==> config.mk <==
export PLATFORM = sky130hd
export DESIGN_NAME = multiCycleCpu
export DESIGN_NICKNAME = d
export VERILOG_FILES = /design/src/design/cpuPkg.sv /design/src/design/aluUnit.sv /design/src/design/multiCycleControl.sv /design/src/design/multiCycleCpu.sv
export SDC_FILE = /design/constraint.sdc
export NUM_CORES = 1
export LEC_CHECK = 0
export ABC_CLOCK_PERIOD_IN_PS = 5200
export BUFFER_PORTS_ARGS = -buffer_cell sky130_fd_sc_hd__buf_4
export CAP_MARGIN = 40
export CORE_MARGIN = 2
export CORE_UTILIZATION = 23
export DETAILED_ROUTE_END_ITERATION = 8
export PLACE_DENSITY = 0.45
export SLEW_MARGIN = 15
export SYNTH_ARGS = -nofsm -noshare
export SYNTH_HDL_FRONTEND = slang
export SYNTH_SLANG_ARGS = --single-unit
==> constraint.sdc <==
create_clock -name clk -period 5.2 [get_ports clk]
set_input_delay 0.52 -clock clk [delete_from_list [all_inputs] [get_ports clk]]
set_output_delay 0.52 -clock clk [all_outputs]
set_load 0.01 [all_outputs]
==> src/design/cpuPkg.sv <==
package cpuPkg;

    typedef logic [31:0] word_t;
    typedef logic [4:0]  regAddr_t;
    typedef logic [5:0]  opcode_t;
    typedef logic [5:0]  funct_t;

    // primary opcodes
    localparam opcode_t opRType = 6'h00;
    localparam opcode_t opJ     = 6'h02;
    localparam opcode_t opBeq   = 6'h04;
    localparam opcode_t opAddi  = 6'h08;
    localparam opcode_t opLw    = 6'h23;
    localparam opcode_t opSw    = 6'h2b;

    // funct field of R-type
    localparam funct_t fnAdd = 6'h20;
    localparam funct_t fnSub = 6'h22;
    localparam funct_t fnAnd = 6'h24;
    localparam funct_t fnOr  = 6'h25;
    localparam funct_t fnSlt = 6'h2a;

    typedef enum logic [3:0] {
        aluAnd = 4'd0,
        aluOr  = 4'd1,
        aluAdd = 4'd2,
        aluSub = 4'd6,
        aluSlt = 4'd7
    } aluCtrl_t;

    typedef enum logic [3:0] {
        stFetch, stDecode, stMemAddr, stMemRead, stMemWriteBack, stMemWrite,
        stExecute, stRTypeDone, stAddiDone, stBranch, stJump
    } ctrlState_t;

    typedef struct packed {
        logic [1:0] pcWriteCond;
        logic       pcWrite;
        logic       iorD;
        logic       memRead;
        logic       memWrite;
        logic       memToReg;
        logic       irWrite;
        logic [1:0] pcSource;
        logic [1:0] aluOp;
        logic [1:0] aluSrcB;
        logic       aluSrcA;
        logic       regWrite;
        logic       regDst;
    } ctrlSignals_t;

endpackage

==> src/design/aluUnit.sv <==
`timescale 1ns/10ps

module aluUnit (
    input  logic [1:0]     aluOp,
    input  cpuPkg::funct_t funct,
    input  cpuPkg::word_t  leftOperand,
    input  cpuPkg::word_t  rightOperand,
    output cpuPkg::word_t  aluResult,
    output logic           zero
);
    import cpuPkg::*;

    aluCtrl_t aluCtrl;

    // 00 add, 01 subtract, 10 from funct
    always_comb begin
        case (aluOp)
            2'b00: aluCtrl = aluAdd;
            2'b01: aluCtrl = aluSub;
            2'b10: begin
                case (funct)
                    fnAdd: aluCtrl = aluAdd;
                    fnSub: aluCtrl = aluSub;
                    fnAnd: aluCtrl = aluAnd;
                    fnOr: aluCtrl = aluOr;
                    fnSlt: aluCtrl = aluSlt;
                    default: aluCtrl = aluAdd;
                endcase
            end
            default: aluCtrl = aluAdd;
        endcase
    end

    always_comb begin
        case (aluCtrl)
            aluAnd: aluResult = leftOperand & rightOperand;
            aluOr: aluResult = leftOperand | rightOperand;
            aluSub: aluResult = leftOperand - rightOperand;
            // signed compare
            aluSlt: aluResult = word_t'($signed(leftOperand) < $signed(rightOperand));
            default: aluResult = leftOperand + rightOperand;
        endcase
    end

    assign zero = (aluResult == '0);

endmodule

==> src/design/multiCycleControl.sv <==
`timescale 1ns/10ps

module multiCycleControl (
    input  logic                 clk,
    input  logic                 rst,
    input  cpuPkg::opcode_t      opcode,
    output cpuPkg::ctrlSignals_t ctrl,
    output cpuPkg::ctrlState_t   state
);
    import cpuPkg::*;

    ctrlState_t nextState;

    always_ff @(posedge clk) begin
        if (rst) begin
            state <= stFetch;
        end else begin
            state <= nextState;
        end
    end

    // opcode only matters after decode and after the address calculation
    always_comb begin
        nextState = stFetch;
        case (state)
            stFetch: nextState = stDecode;
            stDecode: begin
                case (opcode)
                    opRType: nextState = stExecute;
                    opLw, opSw, opAddi: nextState = stMemAddr;
                    opBeq: nextState = stBranch;
                    opJ: nextState = stJump;
                    default: nextState = stFetch;
                endcase
            end
            stMemAddr: begin
                case (opcode)
                    opLw: nextState = stMemRead;
                    opSw: nextState = stMemWrite;
                    default: nextState = stAddiDone;
                endcase
            end
            stMemRead: nextState = stMemWriteBack;
            stExecute: nextState = stRTypeDone;
            default: nextState = stFetch;
        endcase
    end

    // Moore outputs, everything not listed stays low
    always_comb begin
        ctrl = '0;
        case (state)
            stFetch: begin
                ctrl.memRead = 1'b1;
                ctrl.irWrite = 1'b1;
                // pc + 4
                ctrl.aluSrcB = 2'b01;
                ctrl.pcWrite = 1'b1;
            end
            stDecode: begin
                // branch target lands in aluOut
                ctrl.aluSrcB = 2'b11;
            end
            stMemAddr: begin
                ctrl.aluSrcA = 1'b1;
                ctrl.aluSrcB = 2'b10;
            end
            stMemRead: begin
                ctrl.memRead = 1'b1;
                ctrl.iorD = 1'b1;
            end
            stMemWriteBack: begin
                ctrl.memToReg = 1'b1;
                ctrl.regWrite = 1'b1;
            end
            stMemWrite: begin
                ctrl.memWrite = 1'b1;
                ctrl.iorD = 1'b1;
            end
            stExecute: begin
                ctrl.aluSrcA = 1'b1;
                ctrl.aluOp = 2'b10;
            end
            stRTypeDone: begin
                ctrl.regDst = 1'b1;
                ctrl.regWrite = 1'b1;
            end
            stAddiDone: ctrl.regWrite = 1'b1;
            stBranch: begin
                // compare A and B, take aluOut as target on equal
                ctrl.aluSrcA = 1'b1;
                ctrl.aluOp = 2'b01;
                ctrl.pcWriteCond = 2'b01;
                ctrl.pcSource = 2'b01;
            end
            stJump: begin
                ctrl.pcWrite = 1'b1;
                ctrl.pcSource = 2'b10;
            end
            default: ctrl = '0;
        endcase
    end

endmodule

==> src/design/multiCycleCpu.sv <==
`timescale 1ns/10ps

module multiCycleCpu #(
    parameter cpuPkg::word_t resetPc = '0
) (
    input  logic               clk,
    input  logic               rst,
    output cpuPkg::word_t      memAddr,
    output logic               memRead,
    output logic               memWrite,
    output cpuPkg::word_t      storeData,
    input  cpuPkg::word_t      freshMemoryReadData,
    output cpuPkg::regAddr_t   readRegister1,
    output cpuPkg::regAddr_t   readRegister2,
    output cpuPkg::regAddr_t   writeRegister,
    output cpuPkg::word_t      registerWriteData,
    output logic               regWrite,
    input  cpuPkg::word_t      freshRegisterReadData1,
    input  cpuPkg::word_t      freshRegisterReadData2,
    output cpuPkg::word_t      instruction,
    output cpuPkg::word_t      pcOut,
    output cpuPkg::ctrlState_t state
);
    import cpuPkg::*;

    ctrlSignals_t ctrl;
    word_t memDataReg;
    word_t regA;
    word_t regB;
    word_t aluOut;
    word_t extImm;
    word_t shiftedImm;
    word_t jumpAddr;
    word_t srcA;
    word_t srcB;
    word_t freshAluOut;
    word_t nextPc;
    logic  aluZero;
    logic  pcWriteEn;

    multiCycleControl control (
        .clk(clk),
        .rst(rst),
        .opcode(instruction[31:26]),
        .ctrl(ctrl),
        .state(state)
    );

    // a taken beq writes on zero, bit 1 would write on nonzero
    assign pcWriteEn = (aluZero & ctrl.pcWriteCond[0]) | (~aluZero & ctrl.pcWriteCond[1])
                     | ctrl.pcWrite;

    always_ff @(posedge clk) begin
        if (rst) begin
            pcOut <= resetPc;
        end else if (pcWriteEn) begin
            pcOut <= nextPc;
        end
    end

    always_ff @(posedge clk) begin
        if (ctrl.irWrite) begin
            instruction <= freshMemoryReadData;
        end
    end

    // stage registers load every cycle
    always_ff @(posedge clk) begin
        memDataReg <= freshMemoryReadData;
        regA <= freshRegisterReadData1;
        regB <= freshRegisterReadData2;
        aluOut <= freshAluOut;
    end

    assign readRegister1 = instruction[25:21];
    assign readRegister2 = instruction[20:16];

    assign extImm = {{16{instruction[15]}}, instruction[15:0]};
    assign shiftedImm = {extImm[29:0], 2'b00};
    assign jumpAddr = {pcOut[31:28], instruction[25:0], 2'b00};

    assign srcA = ctrl.aluSrcA ? regA : pcOut;

    always_comb begin
        case (ctrl.aluSrcB)
            2'b00: srcB = regB;
            2'b01: srcB = 32'd4;
            2'b10: srcB = extImm;
            default: srcB = shiftedImm;
        endcase
    end

    aluUnit alu (
        .aluOp(ctrl.aluOp),
        .funct(instruction[5:0]),
        .leftOperand(srcA),
        .rightOperand(srcB),
        .aluResult(freshAluOut),
        .zero(aluZero)
    );

    always_comb begin
        case (ctrl.pcSource)
            2'b00: nextPc = freshAluOut;
            2'b01: nextPc = aluOut;
            2'b10: nextPc = jumpAddr;
            default: nextPc = '0;
        endcase
    end

    assign memAddr = ctrl.iorD ? aluOut : pcOut;
    assign storeData = regB;
    assign memRead = ctrl.memRead;
    assign memWrite = ctrl.memWrite;

    // rd for R-type, rt otherwise
    assign writeRegister = ctrl.regDst ? instruction[15:11] : instruction[20:16];
    assign registerWriteData = ctrl.memToReg ? memDataReg : aluOut;
    assign regWrite = ctrl.regWrite;

endmodule

=== After elaboration in Yosys (flattened, before gate mapping) ===
Cells that the tools add are included.

* Register bits after elaboration: 196
* Input bits: 98
* Output and inout bits: 182
* Logic and storage cells: 85

* Add/subtract/negate cells: 2
* $lt $le $gt $ge: 1
* Equality and inequality tests: 28
* Mux-type cells: 25
* Bitwise gates (word level): 8
* Reduce and logical (&&, ||, !) cells: 13

{| class="wikitable"
|+ Operators by type and width
! kind !! number
|-
| one-hot mux 32 bit (3 select lines) || 2
|-
| one-hot mux 32 bit (4 select lines) || 1
|-
| 2-to-1 mux 32 bit || 3
|-
| == test 6 bit (second input constant) || 6
|-
| adder 32 bit || 1
|-
| AND 32 bit || 1
|-
| zero test 32 bit || 1
|-
| less-than comparator 32 bit || 1
|-
| OR 32 bit || 1
|-
| subtractor 32 bit || 1
|-
| == test 4 x 3 -> 1 bit (second input constant) || 6
|-
| one-hot mux 4 bit (5 select lines) || 1
|-
| one-hot mux 4 bit (2 select lines) || 2
|-
| one-hot mux 4 bit (4 select lines) || 1
|-
| == test 4 bit (second input constant) || 3
|-
| one-hot mux 3 bit (4 select lines) || 1
|-
| 2-to-1 mux 1 bit || 10
|-
| OR reduction 3 bit || 3
|-
| == test 4 x 1 -> 1 bit (second input constant) || 2
|-
| == test 4 x 2 -> 1 bit (second input constant) || 2
|-
| zero test 4 bit || 2
|-
| one-hot mux 2 bit (2 select lines) || 2
|-
| == test 2 x 1 -> 1 bit (second input constant) || 3
|-
| == test 2 bit (second input constant) || 3
|-
| other kinds (13) || 18
|}

=== Longest topological paths before layout ===
Gate-level depths: netlist of the first run.

* Depth in word-level cells: 12
* Mapped depth: 24
* Depth with buffers taken out: 20

=== Modules after synthesis ===
Synthesis of the first run repeated with hierarchy kept, for this count alone.

* Cells, all modules: 1,439
* Area, all modules: 13,226.4 µm²

{| class="wikitable"
|+ Modules (own cells, without submodules)
! module !! instances !! cells an instance !! area an instance (µm²) !! seq. area each (µm²)
|-
| multiCycleCpu || 1 || 555 || 7,379.6 || 4,164.0
|-
| aluUnit || 1 || 822 || 5,410.2 || 0.0
|-
| multiCycleControl || 1 || 62 || 436.7 || 80.1
|}

=== Least setup slack after synthesis of the first run ===
Ideal clock, no wire load.

* Kind: register to register
* Start: reg control.state[3]
* End: reg pcOut[26]
* Library setup time: 0.121 ns
* Arrival time: 5.647 ns
* Data required time: 5.079 ns
* Path slack: -0.569 ns
* Cell stages (with the launch flop): 25
* Buffers on the path: 4
* Clock period less this slack: 5.769 ns
* Path through: dfxtp_1 clkbuf_1 nor2b_1 nand2_1 clkinv_1 nor2_1 clkbuf_1 mux2_2 inv_1 ha_1 fa_1 o21bai_1 o2111ai_1 a2111oi_0 nor2_1 o311ai_2 nand3_1 mux2i_1 or3_1 nor3b_1 nand4_2 and2_1 buf_6 buf_6 mux2_4

* Longest elaborated chain between the ends: 11
* Elaborated cells between the ends (all ways): 42
* Classes of those cells: add/sub (2); order compare (1); eq/ne (14); mux (11); bitwise (7); reduce/logical (7)

{| class="wikitable"
|+ Ends and longest elaborated chain
! element !! line !! RTL
|-
| start, declared || multiCycleControl.sv:8 || <nowiki>output cpuPkg::ctrlState_t state</nowiki>
|-
| start signal, assigned || multiCycleControl.sv:16 || <nowiki>state <= stFetch;</nowiki>
|-
| start signal, assigned || multiCycleControl.sv:18 || <nowiki>state <= nextState;</nowiki>
|-
| == test 4 x 2 -> 1 bit (tied with other cells) || multiCycleControl.sv:52 || <nowiki>case (state)</nowiki>
|-
| one-hot mux 2 bit (3 select lines) (tied with other cells) || multiCycleControl.sv:52 ||
|-
| == test 2 bit (tied with other cells) || multiCycleCpu.sv:85 || <nowiki>case (ctrl.aluSrcB)</nowiki>
|-
| one-hot mux 32 bit (3 select lines) (tied with other cells) || multiCycleCpu.sv:85 ||
|-
| adder 32 bit (tied with other cells) || aluUnit.sv:41 || <nowiki>default: aluResult = leftOperand + rightOperand;</nowiki>
|-
| one-hot mux 32 bit (4 select lines) * || aluUnit.sv:35 || <nowiki>case (aluCtrl)</nowiki>
|-
| net alu.aluResult[30] || aluUnit.sv:8 || <nowiki>output cpuPkg::word_t aluResult,</nowiki>
|-
| zero test 32 bit * || aluUnit.sv:45 || <nowiki>assign zero = (aluResult == '0);</nowiki>
|-
| NOT 1 bit || multiCycleCpu.sv:50 || <nowiki>assign pcWriteEn = (aluZero & ctrl.pcWriteCond[0]) | (~aluZero & ctrl.pcWriteCond[1])</nowiki>
|-
| AND 1 bit || multiCycleCpu.sv:50 ||
|-
| OR 1 bit * || multiCycleCpu.sv:50 ||
|-
| OR 1 bit * || multiCycleCpu.sv:51 || <nowiki>| ctrl.pcWrite;</nowiki>
|-
| end signal, assigned || multiCycleCpu.sv:55 || <nowiki>pcOut <= resetPc;</nowiki>
|-
| end signal, assigned || multiCycleCpu.sv:57 || <nowiki>pcOut <= nextPc;</nowiki>
|-
| end, declared || multiCycleCpu.sv:21 || <nowiki>output cpuPkg::word_t pcOut,</nowiki>
|}

Mark *: on every way through the listed nets, which the timed path passes. The rest lies on a longest branch.
A chain may end at the register's enable or synchronous reset.

=== Worst setup path after layout of the first run ===
* Start: reg control.state[3]
* End: reg pcOut[5]

* Longest elaborated chain between the ends: 11
* Elaborated cells between the ends (all ways): 42
* Classes of those cells: add/sub (2); order compare (1); eq/ne (14); mux (11); bitwise (7); reduce/logical (7)

{| class="wikitable"
|+ Ends and longest elaborated chain
! element !! line
|-
| == test 4 x 2 -> 1 bit (tied with other cells) || multiCycleControl.sv:52
|-
| one-hot mux 2 bit (3 select lines) (tied with other cells) || multiCycleControl.sv:52
|-
| == test 2 bit (tied with other cells) || multiCycleCpu.sv:85
|-
| one-hot mux 32 bit (3 select lines) (tied with other cells) || multiCycleCpu.sv:85
|-
| adder 32 bit (tied with other cells) || aluUnit.sv:41
|-
| one-hot mux 32 bit (4 select lines) || aluUnit.sv:35
|-
| zero test 32 bit || aluUnit.sv:45
|-
| NOT 1 bit || multiCycleCpu.sv:50
|-
| AND 1 bit || multiCycleCpu.sv:50
|-
| OR 1 bit || multiCycleCpu.sv:50
|-
| OR 1 bit || multiCycleCpu.sv:51
|}

Parallel ways exist; a longest one is shown, timed or not.

==> flow_metrics.env, run 1 <==
export IMPL_grt_pass1_vias=14100
export IMPL_crit_start="control.state[3]"
export IMPL_rsz0062_at_grt="yes"
export IMPL_clock_sinks=196
export IMPL_power_density_nw_per_um2=348
export IMPL_synth_edf_count=32
export IMPL_dp_hpwl_um=50300
export IMPL_tightest_slew_ns=0.646
export IMPL_p_leak_nw=8.96
export IMPL_syn_area_per_cell_sq_um=8.55
export IMPL_antenna_found_initial=1
export IMPL_critPathLaunchType="register"
export IMPL_synth_warnings=0
export IMPL_rr_worst_depth=23
export IMPL_synthCells=1550
export IMPL_die_width_um=244
export IMPL_io_pins=280
export IMPL_cts_tree="built"
export IMPL_path_max_fanout=18
export IMPL_r2r_end="pcOut[5]"
export IMPL_cts_inserted_buffers=17
export IMPL_die_area_sq_um=59600
export IMPL_critPathArrivalTime_ns=5.59
export IMPL_drtPass1Iterations=6
export IMPL_wl_per_cell_um=22.0
export IMPL_endpoint="pcOut[5]"
export IMPL_setup_tns_ns=-0.0161
export IMPL_fin_crit_ns=5.21
export IMPL_hold_buffers=0
export IMPL_fin_util=0.358
export IMPL_ys_seq_area_frac=0.320
export IMPL_end_kind="register"
export IMPL_drtIter0Drc=1088
export IMPL_io_buffers=279
export IMPL_die_y_um=244
export IMPL_hp_class="primary input to register"
export IMPL_setup_violations=4
export IMPL_power_mw=7.07
export IMPL_dp_slack_ns=-0.536
export IMPL_synth_main_ff_cell="dfxtp_1"
export IMPL_clockBufferDepth=2
export IMPL_clk_pin_slew_ns=0.08
export IMPL_diodes=0
export IMPL_grt_max_degree=51
export IMPL_clock_latency_ns=0.50
export IMPL_grt_overflow_total=0
export IMPL_synthArstFlopShare=0
export IMPL_clock_skew_ns=0.0157
export IMPL_cts_root_buf="clkbuf_16"
export IMPL_final_cell_area_sq_um=20300
export IMPL_ir_drop_uv=304
export IMPL_syn2layout_area_growth_pct=53.4
export IMPL_vias=14400
export IMPL_crit_type="register to register"
export IMPL_place_gp_congestion=0.956
export IMPL_grt_util_all_layers=0.203
export IMPL_slew_violations=0
export IMPL_routed_wl_um=63200
export IMPL_finalHoldViolations=0
export IMPL_core_area_sq_um=56700
export IMPL_grt_first_pass_wirelength_um=91100
export IMPL_setup_slack_ns=-0.00945
export IMPL_status="complete, but fails checks"
export IMPL_drc=0
export IMPL_nets=2305
export IMPL_hp_start="freshRegisterReadData1[17]"
export IMPL_post_drt_via_cell_ratio=4.99
export IMPL_violations="negative setup slack"
export IMPL_fmax_ghz=0.192
export IMPL_crit_required_ns=5.58
export IMPL_start_util=0.234
export IMPL_rrSetupSlack_ns=-0.009
export IMPL_r2r_start="control.state[3]"
export IMPL_maxCapViolations=0
export IMPL_post_route_period_util=1.00
export IMPL_post_dp_cell_area_sq_um=18500
export IMPL_synth_net_count=1748
export IMPL_synth_cell_types=89
export IMPL_h_tree_depth=4
export IMPL_rows=87
export IMPL_ant_nets=0
export IMPL_max_slew_margin_rel=0.566
export IMPL_drive_above_1_share=0.441
export IMPL_fillCellCount=5847
export IMPL_synthesis_area_sq_um=13300
export IMPL_ys_ff_latch=196
==> metrics by stage <==
step | instances | hold slack, ns
4_1_cts | 2846 | 0.0602
2_1_floorplan | 1550 | 0.500
6_report | 2876 | 0.119
5_1_grt | 2876 | 0.0909
3_3_place_gp | 2810 | 0.511
3_5_place_dp | 2812 | 0.508
==> final cells by class <==
| cell class | instances | area, sq um | area share |
|---|---|---|---|
| repair buffers | 648 | 5110 | 0.251 |
| inverters | 129 | 489 | 0.0241 |
| flip-flops and latches | 196 | 4260 | 0.210 |
| well taps | 756 | 946 | 0.0465 |
| clock buffers | 19 | 454 | 0.0223 |
| multi-input cells | 1115 | 8930 | 0.439 |
| clock inverters | 13 | 134 | 0.00659 |
==> placed cells by master, fill, tap and decap left out, drive strengths merged, types with 8 or more instances in the layout <==
master	instances
a211o	14
a211oi	44
a21boi	8
a21o	30
a21oi	108
a221o	34
a22oi	28
a31oi	11
and2	19
buf	645
clkbuf	22
dfxtp	164
edfxtp	32
ha	98
inv	135
mux2	93
nand2	124
nand2b	14
nand3	16
nand4	15
nor2	87
nor2b	24
nor3	32
nor4	14
o211ai	14
o21a	11
o21ai	85
o31ai	28
or2	9
or3	9
xnor2	14
==> critical path, stage by stage, from the launching register on <==
cell and delay, ns:
dfxtp_4 0.36, nor2b_4 0.13, nand2_2 0.10, clkinv_4 0.06, nor2_4 0.24, buf_6 0.18
buf_12 0.16, mux2_2 0.36, buf_4 0.14, ha_1 0.22, nor2b_1 0.14, o21ai_1 0.16
a21oi_2 0.09, or2_2 0.28, a2111o_1 0.39, a211o_1 0.27, a2111oi_2 0.36, nand4_1 0.16
nor4_2 0.37, nand4_2 0.15, buf_6 0.17, and2_4 0.15, buf_12 0.15, mux2_2 0.28
==> power breakdown <==
group          switching, mW  internal, mW  leakage [nW]
Combinational           1.91          1.81          6.98
Sequential             0.239          1.74          1.70
Clock                  0.693         0.665         0.282
Total                   2.84          4.22          8.96
==> what timing repair did <==
item / 4_1_cts / 5_1_grt
pin swaps: 12 / 44
buffers inserted: 2 / 25
cloned: 0 / 4
hold endpoints to repair: 0 / 0
gates resized for setup: 49 / 148
setup endpoints to repair: 32 / 32
==> synthesized netlist by cell type, types with 28 or more instances <==
library cell | n | share of area
dfxtp_1 | 164 | 0.25
ha_1 | 98 | 0.093
clkbuf_1 | 78 | 0.022
nor2_1 | 87 | 0.025
inv_1 | 128 | 0.036
edfxtp_1 | 32 | 0.073
a22oi_1 | 28 | 0.016
o21ai_0 | 84 | 0.032
nand2_1 | 124 | 0.035
a21o_1 | 30 | 0.017
a211oi_1 | 44 | 0.025
a21oi_1 | 107 | 0.040
a221o_1 | 34 | 0.026
nor3_1 | 32 | 0.012
o31ai_1 | 28 | 0.016
mux2_2 | 92 | 0.078
==> per-layer routing <==
| metal | global-route usage | share of wire | wire length (um) | up-vias |
|---|---|---|---|---|
| li1 | - | - | - | 6771 |
| met1 | 0.280 | 0.46 | 29400 | 7078 |
| met2 | 0.327 | 0.46 | 29300 | 448 |
| met3 | 0.0388 | 0.056 | 3530 | 58 |
| met4 | 0.0475 | 0.017 | 1100 | 0 |
| met5 | 0 | 0 | 0 | - |
==> registers in the layout (all words and copies together), names as in the netlist <==
register	count
instruction	32
storeData	32
aluOut	32
pcOut	32
memDataReg	32
regA	32
control.state	4
==> cell families (layout without fill, tap and decap cells) <==
| family | count (synthesis) | in the layout | share of synthesized area |
|---|---|---|---|
| xor+xnor | 17 | 17 | 0.0112 |
| simple gates | 393 | 393 | 0.147 |
| flops | 196 | 196 | 0.320 |
| fa+ha+maj | 100 | 100 | 0.0956 |
| buf+inv | 239 | 809 | 0.0732 |
| compound gates | 508 | 508 | 0.270 |
| mux | 97 | 97 | 0.0823 |
==> worst min-delay path by stage <==
stage | slack, ns | to | cells past startpoint
4_1_cts | 0.06 | storeData[18] | 1
6_report | 0.12 | regA[17] | 1
3_3_place_gp | 0.51 | pcOut[24] | 2
2_1_floorplan | 0.50 | pcOut[11] | 2
5_1_grt | 0.09 | regA[18] | 1
3_5_place_dp | 0.51 | pcOut[24] | 2
(Power assumes the default switching activity.)
==> run 2: changes to the inputs <==
- CTS_CLUSTER_DIAMETER: not set -> 80
- SKIP_CTS_REPAIR_TIMING: not set -> 1
- SKIP_LAST_GASP: not set -> 1
==> flow_metrics.env, run 2 (synthesis results as in run 1) <==
export IMPL_status="finished clean"
export IMPL_syn2layout_area_growth_pct=51.6
export IMPL_drc=0
export IMPL_maxCapViolations=0
export IMPL_io_buffers=279
export IMPL_fin_crit_ns=5.14
export IMPL_hp_class="primary input to register"
export IMPL_hold_slack_ns=0.120
export IMPL_crit_path_max_incr_delay_ns=0.44
export IMPL_cts_root_buf="clkbuf_16"
export IMPL_drtPass1Iterations=5
export IMPL_post_dp_cell_area_sq_um=18500
export IMPL_worst_path_most_repeated_cell="buf_4"
export IMPL_dp_slack_ns=-0.536
export IMPL_clk_pin_slew_ns=0.08
export IMPL_tightest_slew_ns=0.648
export IMPL_setup_violations=0
export IMPL_wl_per_cell_um=21.9
export IMPL_place_gp_congestion=0.956
export IMPL_crit_required_ns=5.58
export IMPL_rows=87
export IMPL_slew_violations=0
export IMPL_crit_type="register to register"
export IMPL_routed_wl_um=62800
export IMPL_cts_inserted_buffers=17
export IMPL_critPathSlowestCell="a2111oi_4"
export IMPL_die_area_sq_um=59600
export IMPL_diodes=0
export IMPL_antenna_found_initial=1
export IMPL_ant_nets=0
export IMPL_drtIter0Drc=957
export IMPL_critPathLaunchType="register"
export IMPL_grt_overflow_total=0
export IMPL_nets=2288
export IMPL_grt_first_pass_wirelength_um=90700
export IMPL_cts_tree="built"
export IMPL_path_cells="nor2b_2, nand2_2, clkinv_4, nor2_4, buf_12, buf_6, buf_4, mux2_2, ha_4, inv_1, o2111ai_4, a2111oi_4, nor2_2, o311ai_2, buf_4, mux2i_1, nor3_1, buf_4, nand4_1, nor4_4, nand4_4, and2_4, buf_6, mux2_2"
export IMPL_clock_sinks=196
export IMPL_grt_pass1_vias=14000
export IMPL_power_mw=7.05
export IMPL_fmax_ghz=0.195
export IMPL_path_max_fanout=18
export IMPL_layout_common_cells="610 x buf_4, 160 x dfxtp_1, 127 x inv_1"
export IMPL_grt_util_all_layers=0.203
export IMPL_ir_drop_uv=305
export IMPL_final_cell_area_sq_um=20100
export IMPL_drive_above_1_share=0.434
export IMPL_finalHoldViolations=0
export IMPL_post_route_period_util=0.988
export IMPL_setup_slack_ns=0.0633
export IMPL_die_y_um=244
export IMPL_fin_cells=2859
export IMPL_end_kind="register"
export IMPL_dp_cells=2812
export IMPL_clock_skew_ns=0.0166
export IMPL_power_density_nw_per_um2=351
export IMPL_io_pins=280
export IMPL_max_slew_margin_rel=0.565
export IMPL_start_util=0.234
export IMPL_die_width_um=244
export IMPL_layout_commonest_cell="buf_4"
export IMPL_grt_max_degree=51
export IMPL_clockBufferDepth=2
export IMPL_dp_hpwl_um=50300
export IMPL_post_drt_via_cell_ratio=5.00
export IMPL_fillCellCount=5869
export IMPL_critPathArrivalTime_ns=5.51
export IMPL_core_area_sq_um=56700
export IMPL_h_tree_depth=4
export IMPL_p_leak_nw=8.85
export IMPL_rsz0062_at_grt="yes"
export IMPL_clock_latency_ns=0.50
export IMPL_vias=14300
-- run 2: cell types whose count changed in the layout (fill, tap and decap cells not counted), moves of 3 or more --
cell      previous run  this run
o21ai_1              4         7
ha_1                74        77
mux2_2              83        88
a21oi_1             83        91
buf_6               14         8
buf_4              619       610
mux2_4              10         5
ha_4                17        13
nor2_2               5         8
a211oi_1            34        39
a21oi_2             23        16
a211oi_2             9         5
-- run 2: where the power goes --
part | internal (mW) | switching (mW)
combinational | 1.80 | 1.91
clock | 0.665 | 0.693
sequential | 1.74 | 0.238
-- run 2: final cells by class --
class,instances,area [sq um],share of cell area
Tap cell,756,946,0.0471
Sequential cell,196,4260,0.212
Clock buffer,19,454,0.0226
Inverter,129,489,0.0243
Multi-Input combinational cell,1115,8880,0.442
Timing Repair Buffer,631,4930,0.246
Clock inverter,13,134,0.00666
-- run 2: worst max-delay path, delay by kind of cell (launching register included) --
kind / cells / cell delay (ns)
AO/OA/AOI/OAI: 3 / 0.84
adder cells (fa/ha/maj): 1 / 0.27
buffers and inverters: 8 / 1.16
flip-flops: 1 / 0.37
multiplexers: 3 / 0.75
AND/OR/NAND/NOR: 9 / 1.62
-- run 2: final timing paths --
path	start	endpoint	slack, ns	depth (start not counted)
worst max register to register	control.state[0]	pcOut[5]	0.06	24
worst min register to register	pcOut[24]	pcOut[24]	0.53	2
worst max-delay path	control.state[0]	pcOut[5]	0.06	24
worst min-delay path	freshRegisterReadData1[17]	regA[17]	0.12	1
-- run 2: routing by layer --
layer | up-vias | GRT usage | share of wire | wire length [um]
li1 | 6745 | - | - | -
met1 | 7028 | 0.281 | 0.47 | 29400
met2 | 462 | 0.325 | 0.46 | 28800
met3 | 66 | 0.0365 | 0.054 | 3390
met4 | 0 | 0.0472 | 0.019 | 1200
met5 | - | 0 | 0 | 0
-- run 2: through the flow --
| step | setup TNS (ns) | util |
|---|---|---|
| global placement | -13.30 | 0.326 |
| CTS | -15.68 | 0.337 |
| detailed placement | -14.76 | 0.326 |
| global route | -1.26 | 0.354 |
| floorplan | 0 | - |
| finish | 0 | 0.354 |
